--- src/design/fetch_macros.svh ---
`ifndef FETCH_MACROS_SVH
`define FETCH_MACROS_SVH

// address and instruction width
`define FE_XLEN 32

// fetch queue slots toward decode
`define FE_QUEUE_DEPTH 4

// return address stack entries
`define FE_RAS_DEPTH 2

// rv32 major opcodes seen by the scanner
`define FE_OP_BRANCH 7'b1100011
`define FE_OP_JAL 7'b1101111
`define FE_OP_JALR 7'b1100111

// link registers x1 and x5
`define FE_REG_RA 5'd1
`define FE_REG_T0 5'd5

`endif
--- src/design/fetch_pkg.sv ---
`include "fetch_macros.svh"

package fetch_pkg;

  // plain address or instruction word
  typedef logic [`FE_XLEN-1:0] addr_t;

  // control-flow class of one fetched word
  typedef enum logic [2:0] {
    CF_NONE   = 3'd0,
    CF_BRANCH = 3'd1,
    CF_JUMP   = 3'd2,
    CF_JALR   = 3'd3,
    CF_RETURN = 3'd4
  } cf_e;

  // scanner result, imm already sign extended
  typedef struct packed {
    cf_e   cf;
    logic  is_call;
    addr_t imm;
  } scan_t;

  // one entry handed to decode
  typedef struct packed {
    addr_t pc;
    addr_t instr;
    cf_e   cf;
    logic  taken;
    addr_t next_pc;
  } fetch_entry_t;

  // resolved branch from execute
  typedef struct packed {
    logic  valid;
    logic  mispredict;
    addr_t target;
  } resolve_t;

  // request toward instruction memory
  typedef struct packed {
    logic  req;
    addr_t addr;
  } imem_req_t;

  // grant, response valid and read data from instruction memory
  typedef struct packed {
    logic  gnt;
    logic  rsp_valid;
    addr_t data;
  } imem_rsp_t;

endpackage

--- src/design/fetch_frontend.sv ---
module fetch_frontend
  import fetch_pkg::*;
(
  input  logic         clk_i,
  input  logic         rst_ni,
  input  addr_t        boot_addr_i,
  input  resolve_t     resolve_i,
  input  logic         eret_i,
  input  addr_t        epc_i,
  input  logic         ex_valid_i,
  input  addr_t        trap_vector_i,
  output imem_req_t    imem_req_o,
  input  imem_rsp_t    imem_rsp_i,
  output fetch_entry_t fetch_entry_o,
  output logic         fetch_valid_o,
  input  logic         fetch_ready_i
);

  // response path from pc_gen
  logic         rsp_valid;
  addr_t        rsp_pc;
  addr_t        rsp_instr;
  logic         redirect;
  // scan and predict
  scan_t        scan;
  addr_t        next_pc;
  logic         push;
  fetch_entry_t entry;
  // queue back to pc_gen
  logic         slot_free;

  pc_gen u_pc_gen (
    .clk_i        (clk_i),
    .rst_ni       (rst_ni),
    .boot_addr_i  (boot_addr_i),
    .resolve_i    (resolve_i),
    .eret_i       (eret_i),
    .ex_valid_i   (ex_valid_i),
    .epc_i        (epc_i),
    .trap_vector_i(trap_vector_i),
    .slot_free_i  (slot_free),
    .next_pc_i    (next_pc),
    .imem_req_o   (imem_req_o),
    .imem_rsp_i   (imem_rsp_i),
    .rsp_valid_o  (rsp_valid),
    .rsp_pc_o     (rsp_pc),
    .rsp_instr_o  (rsp_instr),
    .redirect_o   (redirect)
  );

  branch_scan u_branch_scan (
    .instr_i(rsp_instr),
    .scan_o (scan)
  );

  // redirect also empties the return stack
  branch_predict u_branch_predict (
    .clk_i    (clk_i),
    .rst_ni   (rst_ni),
    .valid_i  (rsp_valid),
    .pc_i     (rsp_pc),
    .instr_i  (rsp_instr),
    .scan_i   (scan),
    .clear_i  (redirect),
    .push_o   (push),
    .entry_o  (entry),
    .next_pc_o(next_pc)
  );

  fetch_queue u_fetch_queue (
    .clk_i        (clk_i),
    .rst_ni       (rst_ni),
    .flush_i      (redirect),
    .push_i       (push),
    .entry_i      (entry),
    .slot_free_o  (slot_free),
    .fetch_entry_o(fetch_entry_o),
    .fetch_valid_o(fetch_valid_o),
    .fetch_ready_i(fetch_ready_i)
  );

endmodule

--- src/design/fetch_queue.sv ---
`include "fetch_macros.svh"

module fetch_queue
  import fetch_pkg::*;
(
  input  logic         clk_i,
  input  logic         rst_ni,
  input  logic         flush_i,
  input  logic         push_i,
  input  fetch_entry_t entry_i,
  output logic         slot_free_o,
  output fetch_entry_t fetch_entry_o,
  output logic         fetch_valid_o,
  input  logic         fetch_ready_i
);

  localparam int unsigned Depth = `FE_QUEUE_DEPTH;
  localparam int unsigned PtrW  = (Depth > 1) ? $clog2(Depth) : 1;
  localparam int unsigned CntW  = $clog2(Depth + 1);

  fetch_entry_t    mem_q [Depth];
  logic [PtrW-1:0] rd_ptr_q;
  logic [PtrW-1:0] wr_ptr_q;
  logic [CntW-1:0] count_q;
  logic            do_push;
  logic            do_pop;

  // wrap a pointer at the last slot
  function automatic logic [PtrW-1:0] ptr_next(input logic [PtrW-1:0] p);
    return (p == PtrW'(Depth - 1)) ? '0 : p + 1'b1;
  endfunction

  // head entry stays put until decode takes it
  assign fetch_valid_o = (count_q != '0);
  assign fetch_entry_o = mem_q[rd_ptr_q];
  assign slot_free_o   = (count_q < CntW'(Depth));

  assign do_push = push_i & slot_free_o;
  assign do_pop  = fetch_valid_o & fetch_ready_i;

  // ---------------------------------------------------------------------------
  // pointers and fill count
  // ---------------------------------------------------------------------------
  always_ff @(posedge clk_i or negedge rst_ni) begin
    if (!rst_ni) begin
      rd_ptr_q <= '0;
      wr_ptr_q <= '0;
      count_q  <= '0;
    end else if (flush_i) begin
      // redirect drops everything fetched on the old path
      rd_ptr_q <= '0;
      wr_ptr_q <= '0;
      count_q  <= '0;
    end else begin
      if (do_push) begin
        wr_ptr_q <= ptr_next(wr_ptr_q);
      end
      if (do_pop) begin
        rd_ptr_q <= ptr_next(rd_ptr_q);
      end
      case ({do_push, do_pop})
        2'b10:   count_q <= count_q + 1'b1;
        2'b01:   count_q <= count_q - 1'b1;
        default: count_q <= count_q;
      endcase
    end
  end

  // storage
  always_ff @(posedge clk_i) begin
    if (do_push && !flush_i) begin
      mem_q[wr_ptr_q] <= entry_i;
    end
  end

endmodule

--- src/design/branch_predict.sv ---
`include "fetch_macros.svh"

module branch_predict
  import fetch_pkg::*;
(
  input  logic                clk_i,
  input  logic                rst_ni,
  input  logic                valid_i,
  input  addr_t               pc_i,
  input  logic [`FE_XLEN-1:0] instr_i,
  input  scan_t               scan_i,
  input  logic                clear_i,
  output logic                push_o,
  output fetch_entry_t        entry_o,
  output addr_t               next_pc_o
);

  addr_t pc_plus4;
  addr_t pc_target;
  logic  ras_push;
  logic  ras_pop;
  logic  ras_valid;
  addr_t ras_top;
  logic  taken;
  addr_t next_pc;

  assign pc_plus4  = pc_i + addr_t'(4);
  assign pc_target = pc_i + scan_i.imm;

  // calls save the return address, jalr calls included
  assign ras_push = valid_i & scan_i.is_call;
  // only a return that actually used the stack consumes it
  assign ras_pop  = valid_i & (scan_i.cf == CF_RETURN) & ras_valid;

  return_stack u_return_stack (
    .clk_i      (clk_i),
    .rst_ni     (rst_ni),
    .clear_i    (clear_i),
    .push_i     (ras_push),
    .pop_i      (ras_pop),
    .push_addr_i(pc_plus4),
    .top_valid_o(ras_valid),
    .top_addr_o (ras_top)
  );

  // ---------------------------------------------------------------------------
  // static prediction
  // ---------------------------------------------------------------------------
  always_comb begin
    taken   = 1'b0;
    next_pc = pc_plus4;
    case (scan_i.cf)
      CF_BRANCH: begin
        // backward taken, forward not taken
        if (scan_i.imm[`FE_XLEN-1]) begin
          taken   = 1'b1;
          next_pc = pc_target;
        end
      end
      CF_JUMP: begin
        taken   = 1'b1;
        next_pc = pc_target;
      end
      CF_RETURN: begin
        if (ras_valid) begin
          taken   = 1'b1;
          next_pc = ras_top;
        end
      end
      // indirect jumps fall through without a btb
      default: begin
        taken = 1'b0;
      end
    endcase
  end

  // queue entry for decode
  assign entry_o.pc      = pc_i;
  assign entry_o.instr   = instr_i;
  assign entry_o.cf      = scan_i.cf;
  assign entry_o.taken   = taken;
  assign entry_o.next_pc = next_pc;

  assign push_o    = valid_i;
  assign next_pc_o = next_pc;

endmodule

--- src/design/return_stack.sv ---
`include "fetch_macros.svh"

module return_stack
  import fetch_pkg::*;
(
  input  logic  clk_i,
  input  logic  rst_ni,
  input  logic  clear_i,
  input  logic  push_i,
  input  logic  pop_i,
  input  addr_t push_addr_i,
  output logic  top_valid_o,
  output addr_t top_addr_o
);

  localparam int unsigned Depth = `FE_RAS_DEPTH;
  localparam int unsigned PtrW  = (Depth > 1) ? $clog2(Depth) : 1;
  localparam int unsigned CntW  = $clog2(Depth + 1);

  addr_t           mem_q [Depth];
  logic [PtrW-1:0] top_q;
  logic [PtrW-1:0] top_inc;
  logic [PtrW-1:0] top_dec;
  logic [CntW-1:0] count_q;

  // circular pointer steps
  assign top_inc = (top_q == PtrW'(Depth - 1)) ? '0 : top_q + 1'b1;
  assign top_dec = (top_q == '0) ? PtrW'(Depth - 1) : top_q - 1'b1;

  // top entry read without delay
  assign top_valid_o = (count_q != '0);
  assign top_addr_o  = mem_q[top_q];

  always_ff @(posedge clk_i or negedge rst_ni) begin
    if (!rst_ni) begin
      top_q   <= '0;
      count_q <= '0;
    end else if (clear_i) begin
      top_q   <= '0;
      count_q <= '0;
    end else if (push_i) begin
      top_q <= top_inc;
      // when full the oldest entry is overwritten and the count saturates
      if (count_q != CntW'(Depth)) begin
        count_q <= count_q + 1'b1;
      end
    end else if (pop_i && top_valid_o) begin
      top_q   <= top_dec;
      count_q <= count_q - 1'b1;
    end
  end

  always_ff @(posedge clk_i) begin
    if (push_i && !clear_i) begin
      mem_q[top_inc] <= push_addr_i;
    end
  end

endmodule

--- src/design/branch_scan.sv ---
`include "fetch_macros.svh"

module branch_scan
  import fetch_pkg::*;
(
  input  logic [`FE_XLEN-1:0] instr_i,
  output scan_t               scan_o
);

  logic [6:0] opcode;
  logic [4:0] rd;
  logic [4:0] rs1;
  addr_t      imm_b;
  addr_t      imm_j;
  addr_t      imm_i;
  logic       rd_link;
  logic       rs1_link;

  // x1 or x5 act as link register
  function automatic logic is_link(input logic [4:0] r);
    return (r == `FE_REG_RA) || (r == `FE_REG_T0);
  endfunction

  // ---------------------------------------------------------------------------
  // field extraction
  // ---------------------------------------------------------------------------
  assign opcode = instr_i[6:0];
  assign rd     = instr_i[11:7];
  assign rs1    = instr_i[19:15];

  // b-type offset, bit 0 always zero
  assign imm_b = {{(`FE_XLEN - 12){instr_i[31]}}, instr_i[7], instr_i[30:25],
                  instr_i[11:8], 1'b0};
  // j-type offset
  assign imm_j = {{(`FE_XLEN - 20){instr_i[31]}}, instr_i[19:12], instr_i[20],
                  instr_i[30:21], 1'b0};
  // i-type offset for jalr
  assign imm_i = {{(`FE_XLEN - 11){instr_i[31]}}, instr_i[30:20]};

  assign rd_link  = is_link(rd);
  assign rs1_link = is_link(rs1);

  // ---------------------------------------------------------------------------
  // classify
  // ---------------------------------------------------------------------------
  always_comb begin
    scan_o.cf      = CF_NONE;
    scan_o.is_call = 1'b0;
    scan_o.imm     = '0;
    case (opcode)
      `FE_OP_BRANCH: begin
        scan_o.cf  = CF_BRANCH;
        scan_o.imm = imm_b;
      end
      `FE_OP_JAL: begin
        scan_o.cf      = CF_JUMP;
        scan_o.imm     = imm_j;
        scan_o.is_call = rd_link;
      end
      `FE_OP_JALR: begin
        // jalr x0, 0(ra) style is a return, anything else is an indirect jump
        scan_o.cf      = ((rd == 5'd0) && rs1_link) ? CF_RETURN : CF_JALR;
        scan_o.imm     = imm_i;
        scan_o.is_call = rd_link;
      end
      default: begin
        scan_o.cf = CF_NONE;
      end
    endcase
  end

endmodule

--- src/design/pc_gen.sv ---
`include "fetch_macros.svh"

module pc_gen
  import fetch_pkg::*;
(
  input  logic                clk_i,
  input  logic                rst_ni,
  input  addr_t               boot_addr_i,
  input  resolve_t            resolve_i,
  input  logic                eret_i,
  input  logic                ex_valid_i,
  input  addr_t               epc_i,
  input  addr_t               trap_vector_i,
  input  logic                slot_free_i,
  input  addr_t               next_pc_i,
  output imem_req_t           imem_req_o,
  input  imem_rsp_t           imem_rsp_i,
  output logic                rsp_valid_o,
  output addr_t               rsp_pc_o,
  output logic [`FE_XLEN-1:0] rsp_instr_o,
  output logic                redirect_o
);

  logic  run_q;
  addr_t pc_q;
  addr_t pc_d;
  addr_t fetch_pc;
  logic  outstanding_q;
  addr_t inflight_pc_q;
  logic  kill_q;
  logic  mispredict;
  addr_t redirect_pc;
  logic  accept;
  logic  rsp_arrive;

  // ---------------------------------------------------------------------------
  // redirect select
  // ---------------------------------------------------------------------------
  assign mispredict = resolve_i.valid & resolve_i.mispredict;
  assign redirect_o = mispredict | eret_i | ex_valid_i;

  // mispredict wins over eret, eret over exception
  always_comb begin
    if (mispredict) begin
      redirect_pc = resolve_i.target;
    end else if (eret_i) begin
      redirect_pc = epc_i;
    end else begin
      redirect_pc = trap_vector_i;
    end
  end

  // ---------------------------------------------------------------------------
  // memory port
  // ---------------------------------------------------------------------------
  // boot address is the pc until the first clock after reset
  assign fetch_pc = run_q ? pc_q : boot_addr_i;

  // one request in flight, and only into a free queue slot
  assign imem_req_o.req  = run_q & slot_free_i & ~outstanding_q;
  assign imem_req_o.addr = fetch_pc;

  assign accept     = imem_req_o.req & imem_rsp_i.gnt;
  assign rsp_arrive = outstanding_q & imem_rsp_i.rsp_valid;

  // stale or same-cycle redirected responses never reach the scanner
  assign rsp_valid_o = rsp_arrive & ~kill_q & ~redirect_o;
  assign rsp_pc_o    = inflight_pc_q;
  assign rsp_instr_o = imem_rsp_i.data;

  // next pc, a redirect overrides the prediction
  always_comb begin
    pc_d = fetch_pc;
    if (redirect_o) begin
      pc_d = redirect_pc;
    end else if (rsp_valid_o) begin
      pc_d = next_pc_i;
    end
  end

  always_ff @(posedge clk_i or negedge rst_ni) begin
    if (!rst_ni) begin
      run_q         <= 1'b0;
      pc_q          <= '0;
      outstanding_q <= 1'b0;
      kill_q        <= 1'b0;
    end else begin
      run_q <= 1'b1;
      pc_q  <= pc_d;
      if (accept) begin
        outstanding_q <= 1'b1;
      end else if (rsp_arrive) begin
        outstanding_q <= 1'b0;
      end
      // a redirect with a fetch still in flight marks its response stale
      if (redirect_o && (accept || (outstanding_q && !rsp_arrive))) begin
        kill_q <= 1'b1;
      end else if (rsp_arrive) begin
        kill_q <= 1'b0;
      end
    end
  end

  // pc of the granted request
  always_ff @(posedge clk_i) begin
    if (accept) begin
      inflight_pc_q <= fetch_pc;
    end
  end

endmodule

--- config.mk ---
export PLATFORM = sky130hd
export DESIGN_NAME = fetch_frontend
export DESIGN_NICKNAME = d
export VERILOG_FILES = /design/src/design/fetch_pkg.sv /design/src/design/fetch_frontend.sv /design/src/design/fetch_queue.sv /design/src/design/branch_predict.sv /design/src/design/return_stack.sv /design/src/design/branch_scan.sv /design/src/design/pc_gen.sv
export VERILOG_INCLUDE_DIRS = /design/src /design/src/design
export SDC_FILE = /design/constraint.sdc
export NUM_CORES = 1
export LEC_CHECK = 0
export ABC_AREA = 1
export BUFFER_PORTS_ARGS = -buffer_cell sky130_fd_sc_hd__buf_2
export CORE_ASPECT_RATIO = 1.1
export CORE_MARGIN = 8
export CORE_UTILIZATION = 60
export DETAILED_ROUTE_END_ITERATION = 8
export GPL_ROUTABILITY_DRIVEN = 0
export PLACE_DENSITY = 0.81
export SLEW_MARGIN = 20
export SYNTH_ARGS = -nofsm -noshare
export SYNTH_HDL_FRONTEND = slang
export SYNTH_HIERARCHICAL = 1
export SYNTH_SLANG_ARGS = --single-unit
export TNS_END_PERCENT = 50
--- constraint.sdc ---
create_clock -name clk_i -period 11.08 [get_ports clk_i]
set_input_delay 1.108 -clock clk_i [delete_from_list [all_inputs] [get_ports clk_i]]
set_output_delay 1.108 -clock clk_i [all_outputs]
set_load 0.01 [all_outputs]
==> flow_metrics.py, run 1 <==
metrics = {
    "global_routing": {
        "grt_util_all_layers_pct": 28.94,
        "grt_pass1_vias": 20440,
        "grt_first_pass_wirelength_mm": 117.5,
        "grt_max_degree": 107,
        "antenna_found_initial": 3,
        "grt-ovfl-total": 0,
    },
    "synthesis": {
        "synth-compound-area-share_pct": 9.621,
        "synthTopCellsByCount": "nand2_1 (679), edfxtp_1 (496), nand3_1 (208)",
        "synthSimpleGateAreaFrac_pct": 20.58,
        "synth.area.top_cells": "edfxtp_1 (54%), nand2_1 (9.2%), buf_4 (4.1%), dfrtp_1 (4.1%), o22ai_2 (4.1%)",
        "syn_nets": 2927,
        "synthDistinctLibCells": 52,
        "synth_edf_count": 496,
        "synth.area.mux_share_pct": 0,
        "synth_area_leader_cell": "edfxtp_1",
        "synth.top_cell.area_share_pct": 53.82,
        "synthCells": 2719,
        "synth_seq_area_share_pct": 57.89,
        "yosysMostFrequentCell": "nand2_1",
        "synth_flop_cell": "edfxtp_1",
        "yosysWarnings": 6,
        "synthAdderAreaFrac_pct": 1.818,
        "async_flop_share_pct": 8.318,
        "synth-xor-area-share_pct": 0.9766,
        "synth_seq_cells": 541,
        "synth_top_family_by_area": "simple AND/OR/NAND/NOR gates",
        "synth.avg_cell_area_um2": 10.18,
        "synth.cell_area_mm2": 0.02767,
    },
    "floorplan": {
        "dieWidth_um": 220.8,
        "ios": 303,
        "rows": 82,
        "die_h_um": 241.2,
        "dieArea_mm2": 0.05326,
        "initial_utilization_pct": 60.75,
        "core-area_mm2": 0.04555,
    },
    "worst_hold_path": {
        "worstHoldPathType": "register to register",
    },
    "route": {
        "vias": 20770,
        "avgRoutedWirePerCell_um": 22.51,
        "dr.pass1.iters": 6,
        "drt_wl_total_mm": 78.01,
        "wl_met3_mm": 9.138,
        "drc_errors": 0,
        "drtIter0Drc": 2420,
        "met1Wirelength_mm": 29.34,
        "vias_per_cell": 5.992,
        "dr_wl_met2_mm": 36.55,
        "top_layer_used": "met5",
        "drtAntennaViolNets": 0,
    },
    "timing": {
        "final_hold_viol_count": 0,
        "drv_slew": 0,
        "period_share_pct": 44.23,
        "rsz0062_at_grt": "false",
        "hold_slack_ns": 0.5058,
        "fmax_mhz": 204.1,
        "period_needed_ns": 4.900,
        "finalClockSkew_ns": 0.02797,
        "relSlewSlack_pct": 21.87,
        "finalSetupViolations": 0,
        "worst_pin_slew_ns": 1.169,
        "tns_ns": 0,
    },
    "job": {
        "max_cap_violations": 0,
    },
    "cells_and_area": {
        "finish.instance_area_mm2": 0.02991,
        "synthToLayoutAreaGrowth_pct": 8.075,
        "ff_latch_area_mm2": 0.01603,
        "multi_input_area_mm2": 0.009179,
        "finalNetCount": 3048,
        "drive_above_1_share_pct": 22.88,
        "num-fill-cells": 3529,
    },
    "setup_path": {
        "timing.critical_path.cells": "inv_6 > buf_4 > o21ai_0 > o22ai_2 > buf_2",
        "crit_arrival_ns": 3.79,
        "cpLargestDelayFamily": "buffers and inverters",
        "worstSetupStartpointType": "register",
        "path_max_fanout": 106,
        "required_ns": 9.97,
        "endpoint_kind": "primary output",
        "path_buf_inv": 3,
        "crit_type": "register to primary output",
        "slowest_delay_ns": 0.91,
        "cp_slowest_cell": "buf_4",
    },
    "clock_network": {
        "numClockSinks": 541,
        "cts-root-buf": "clkbuf_16",
        "ctsResizeCount": 0,
        "cts-hold-fix-buffers": 0,
        "clk_latency_ns": 0.61,
        "cts_setup_buffers": 0,
        "cts_max_level": 2,
        "cts_tree": "yes",
        "path_clk_slew_ns": 0.06,
        "cts_buffers": 51,
        "clock_path_buffers": 3,
    },
    "placed_design": {
        "hpwl_mm": 52.67,
        "portBuffers": 302,
        "dpl_cell_area_mm2": 0.02832,
    },
    "power_and_ir_drop": {
        "power.density_mw_per_mm2": 147.3,
        "peakVddDrop_uv": 102.1,
        "leakagePower_nw": 12.09,
    },
    "run_status": {
        "status": "finished clean",
    },
}
## sequential cells by signal (all words and copies together), names as in the netlist
signal and flops:
u_pc_gen/outstanding_q 1, u_pc_gen/kill_q 1, u_branch_predict/u_return_stack/count_q 2, u_fetch_queue/rd_ptr_q 2, u_fetch_queue/count_q 3, u_fetch_queue/wr_ptr_q 2
u_branch_predict/u_return_stack/mem_q 64, u_pc_gen/run_q 1, u_pc_gen/rsp_pc_o 32, u_pc_gen/pc_q 32, u_branch_predict/u_return_stack/top_q 1, u_fetch_queue/mem_q 400
## power breakdown
| part | internal, mW | switching [mW] | total (mW) |
|---|---|---|---|
| Combinational | 0.138 | 0.286 | 0.425 |
| Clock | 0.947 | 0.736 | 1.68 |
| Sequential | 2.26 | 0.0418 | 2.30 |
## placed cells by master, fill, tap and decap left out, types with 14 or more instances in the layout
| cell | instances |
|---|---|
| a21oi_1 | 33 |
| buf_2 | 302 |
| buf_4 | 24 |
| clkbuf_16 | 51 |
| dfrtp_1 | 43 |
| edfxtp_1 | 496 |
| ha_1 | 37 |
| inv_1 | 162 |
| inv_2 | 17 |
| nand2_1 | 679 |
| nand3_1 | 208 |
| nand4_1 | 17 |
| nor2_1 | 198 |
| nor2_2 | 96 |
| nor2_4 | 14 |
| nor3_1 | 18 |
| o21ai_0 | 121 |
| o21ai_1 | 94 |
| o22ai_2 | 90 |
| or2_0 | 18 |
| xor2_1 | 16 |
## final timing paths
path	from	to	slack [ns]	depth (start not counted)
min in group asynchronous	rst_ni	u_pc_gen/pc_q[31]	0.65	2
hold reg to reg	u_fetch_queue/count_q[2]	u_fetch_queue/count_q[2]	0.51	2
setup / recovery	u_fetch_queue/rd_ptr_q[0]	fetch_entry_o[83]	6.18	5
hold / removal	u_fetch_queue/count_q[2]	u_fetch_queue/count_q[2]	0.51	2
setup reg to reg	u_pc_gen/outstanding_q	u_fetch_queue/mem_q[3][50]	7.59	8
max in group asynchronous	rst_ni	u_fetch_queue/rd_ptr_q[0]	9.93	2
## layer usage
metal / vias up / global-route usage, %
met4: 6 / 11.12
met5: - / 0
li1: 9366 / -
met1: 9839 / 36.92
met3: 212 / 7.155
met2: 1346 / 47.56
## stage by stage
step	total power [mW]	worst slack (ns)	cells	util [%]
after floorplan	2.618	4.173	2719	-
after global placement	2.747	6.260	3375	62.17
after detailed placement	2.759	6.047	3375	62.17
after CTS	4.418	6.253	3464	65.64
after global routing	4.538	6.089	3464	65.64
final	4.407	6.180	3466	65.66
## tightest hold or removal path, stage by stage (launching register included)
cell and delay (ns):
dfrtp_1 0.36, nand2_1 0.06, nand2_1 0.05
## layout make-up
cell class | count | area share [%]
Clock inverter | 30 | 0.8576
Antenna cell | 2 | 0.01673
Timing Repair Buffer | 326 | 5.656
Sequential cell | 541 | 53.58
Clock buffer | 59 | 4.434
Tap cell | 588 | 2.460
Inverter | 182 | 2.305
Multi-Input combinational cell | 1738 | 30.69
## kinds of logic after synthesis
logic type,count (synthesis)
other,1
AND/OR/NAND/NOR,1291
adder cells (fa/ha/maj),39
flip-flops,541
AO/OA/AOI/OAI,377
buffers and inverters,440
XOR/XNOR,30
No activity file was read; power rests on OpenSTA's default activity.
==> run 2, diff against run 1 <==
--- a/config.mk
+++ b/config.mk
@@ -6,14 +6,14 @@
 export SDC_FILE = /design/constraint.sdc
 export NUM_CORES = 1
 export LEC_CHECK = 0
-export ABC_AREA = 1
+export ABC_AREA = 0
 export BUFFER_PORTS_ARGS = -buffer_cell sky130_fd_sc_hd__buf_2
 export CORE_ASPECT_RATIO = 1.1
 export CORE_MARGIN = 8
-export CORE_UTILIZATION = 60
+export CORE_UTILIZATION = 53
 export DETAILED_ROUTE_END_ITERATION = 8
 export GPL_ROUTABILITY_DRIVEN = 0
-export PLACE_DENSITY = 0.81
+export PLACE_DENSITY = 0.77
 export SLEW_MARGIN = 20
 export SYNTH_ARGS = -nofsm -noshare
 export SYNTH_HDL_FRONTEND = slang
==> constraint.sdc (replaced) <==
create_clock -name clk_i -period 4.15 [get_ports clk_i]
set_input_delay 0.415 -clock clk_i [delete_from_list [all_inputs] [get_ports clk_i]]
set_output_delay 0.415 -clock clk_i [all_outputs]
set_load 0.01 [all_outputs]
==> flow_metrics.py, run 2 <==
metrics = {
    "floorplan": {
        "ios": 303,
        "rows": 84,
        "dieArea_mm2": 0.05518,
        "core-area_mm2": 0.04761,
        "dieWidth_um": 224.7,
        "die_h_um": 245.6,
        "initial_utilization_pct": 53.33,
    },
    "power_and_ir_drop": {
        "p_sw_mw": 2.493,
        "leakagePower_nw": 10.42,
        "p_int_mw": 9.098,
        "total_power_mw": 11.59,
        "p_clk_share_pct": 41.5,
        "peakVddDrop_uv": 302.0,
        "seqPwrFrac_pct": 52.5,
        "power.density_mw_per_mm2": 406.2,
        "pwr-share-comb_pct": 5.9,
        "p_sw_share_pct": 21.51,
    },
    "cells_and_area": {
        "synthToLayoutAreaGrowth_pct": 12.37,
        "multi_input_area_mm2": 0.007704,
        "num-fill-cells": 3519,
        "regMostFlops": "u_fetch_queue/mem_q",
        "ff_latch_area_mm2": 0.01603,
        "largest_reg_flops": 400,
        "drive_above_1_share_pct": 35.29,
        "finalNetCount": 2021,
        "final_cell_mix": "edfxtp_1 (496), buf_2 (302), mux4_2 (100)",
        "final_common_cell": "edfxtp_1",
        "largest_registers": "u_fetch_queue/mem_q (400), u_branch_predict/u_return_stack/mem_q (64)",
    },
    "clock_network": {
        "cts_setup_buffers": 0,
        "cts_tree": "yes",
        "path_clk_slew_ns": 0.06,
        "cts-root-buf": "clkbuf_16",
        "clk_latency_ns": 0.60,
        "numClockSinks": 541,
        "ctsResizeCount": 0,
        "cts-hold-fix-buffers": 1,
        "cts_buffers": 53,
        "clock_path_buffers": 3,
        "cts_max_level": 2,
    },
    "synthesis": {
        "synthTopCellsByCount": "edfxtp_1 (496), buf_4 (150), mux4_2 (100)",
        "synth.top_cell.area_share_pct": 58.65,
        "synthDistinctLibCells": 80,
        "synthAdderAreaFrac_pct": 1.981,
        "synth_flop_cell": "edfxtp_1",
        "synth.area.top_cells": "edfxtp_1 (59%), mux4_2 (8.9%), buf_4 (4.4%), dfrtp_1 (4.4%), mux2_4 (3.3%)",
        "synth.area.mux_share_pct": 14.12,
        "synth.cell_area_mm2": 0.02539,
        "synth_seq_area_share_pct": 63.09,
        "synth_seq_cells": 541,
        "synth_edf_count": 496,
        "yosysMostFrequentCell": "edfxtp_1",
        "synth-compound-area-share_pct": 6.810,
        "synthCells": 1606,
        "synth_top_family_by_area": "multiplexers",
        "synthSimpleGateAreaFrac_pct": 5.494,
        "async_flop_share_pct": 8.318,
        "synth.avg_cell_area_um2": 15.81,
        "synth_area_leader_cell": "edfxtp_1",
        "syn_nets": 1814,
        "synth-xor-area-share_pct": 1.759,
        "yosysWarnings": 6,
    },
    "timing": {
        "finalClockSkew_ns": 0.02390,
        "relSlewSlack_pct": 30.27,
        "worst_pin_slew_ns": 1.046,
        "final_hold_viol_count": 0,
        "rsz0062_at_grt": "false",
        "fin_ws_ns": 0.3349,
        "hold_slack_ns": 0.06148,
        "period_needed_ns": 3.815,
        "drv_slew": 0,
        "finalSetupViolations": 0,
        "period_share_pct": 91.93,
        "fmax_mhz": 262.1,
    },
    "worst_hold_path": {
        "worstHoldPathType": "input port to register",
    },
    "setup_path": {
        "required_ns": 4.66,
        "slowest_delay_ns": 0.55,
        "crit_arrival_ns": 4.32,
        "timing.critical_path.cells": "buf_2 > nand3_2 > or3_1 > nor4_1 > ha_1 > fa_1 > a21oi_1 > o211ai_1 > nand4bb_1 > a31oi_1 > buf_4 > mux2i_1 > xnor2_1 > o21ai_0 > buf_4 > mux2i_1 > o22ai_1",
        "worstSetupStartpointType": "input port",
        "cp_slowest_cell": "or3_1",
        "endpoint_kind": "register",
        "path_max_fanout": 12,
        "crit_type": "input port to register",
    },
    "global_routing": {
        "grt_util_all_layers_pct": 22.52,
        "grt_first_pass_wirelength_mm": 94.23,
        "grt-ovfl-total": 0,
        "grt_pass1_vias": 15410,
        "antenna_found_initial": 2,
        "grt_max_degree": 65,
    },
    "route": {
        "avgRoutedWirePerCell_um": 25.20,
        "vias_per_cell": 6.045,
        "drc_errors": 0,
        "dr.pass1.iters": 5,
        "drt_wl_total_mm": 63.07,
        "drtIter0Drc": 1501,
        "vias": 15130,
        "drtAntennaViolNets": 0,
    },
    "run_status": {
        "status": "finished clean",
    },
    "placed_design": {
        "post-place-ws_ns": -0.1018,
        "portBuffers": 302,
        "hpwl_mm": 43.43,
    },
    "job": {
        "max_cap_violations": 0,
    },
}
run 2: changes by cell type in the layout (fill, tap and decap cells not counted), moves of 90 or more:
cell	previous run	this run
nor2_1	198	73
o22ai_2	90	0
nand2_1	679	70
o21ai_1	94	1
mux4_2	0	100
nor2_2	96	1
inv_1	162	18
nand3_1	208	24
run 2: cell type report:
cell class / count / share of cell area [%]
Antenna cell: 2 / 0.01754
Clock buffer: 67 / 4.942
Clock inverter: 31 / 1.162
Inverter: 18 / 0.2368
Multi-Input combinational cell: 820 / 27.00
Sequential cell: 541 / 56.18
Tap cell: 645 / 2.828
Timing Repair Buffer: 379 / 7.638
run 2: cells by family (layout without fill, tap and decap cells):
logic type      Yosys count  count (layout)
simple gates            272             272
compound gates          253             253
fa+ha+maj                39              39
flops                   541             541
mux                     204             204
buf+inv                 245             495
xor+xnor                 51              51
other cells               1               3
run 2: final timing paths:
check,slack [ns],cells after the start,end,from
max reg2reg,0.71,11,u_pc_gen/pc_q[27],u_pc_gen/rsp_pc_o[10]
max in group asynchronous,3.15,3,u_fetch_queue/rd_ptr_q[1],rst_ni
min in group asynchronous,0.47,3,u_pc_gen/pc_q[25],rst_ni
min reg2reg,0.58,1,u_pc_gen/rsp_pc_o[30],u_pc_gen/pc_q[30]
max,0.33,17,u_pc_gen/pc_q[22],imem_rsp_i[1]
min,0.06,3,u_pc_gen/pc_q[0],resolve_i[0]
run 2: power by group through the flow:
stage,sequential (mW),combinational (mW),clock (mW)
6_report,6.09,0.688,4.81
5_1_grt,6.09,0.740,5.11
4_1_cts,6.09,0.684,4.89
3_5_place_dp,6.20,0.681,0
3_3_place_gp,6.20,0.662,0
2_1_floorplan,6.16,0.488,0
run 2: worst max-delay path: cells and delay by family:
family / cells / cell delay [ns]
buf+inv: 3 / 0.51
mux: 2 / 0.27
fa+ha+maj: 2 / 0.49
compound gates: 5 / 1.25
xor+xnor: 1 / 0.10
simple gates: 4 / 1.28
run 2: per-stage QoR:
step / cells / util [%] / TNS (ns) / cell area, µm²
2_1_floorplan: 1606 / - / -43.25 / 25400
3_3_place_gp: 2402 / 56.24 / 0 / 26780
3_5_place_dp: 2402 / 56.24 / -0.1953 / 26780
4_1_cts: 2501 / 59.92 / 0 / 28530
5_1_grt: 2502 / 59.93 / 0 / 28530
6_report: 2503 / 59.93 / 0 / 28530
run 2: metal layers:
layer	vias up	GRT usage, %	share of wire (%)
li1	6591	-	-
met1	7653	30.33	41
met2	769	36.16	47
met3	116	4.950	8.6
met4	2	7.623	2.8
met5	-	0	0.017
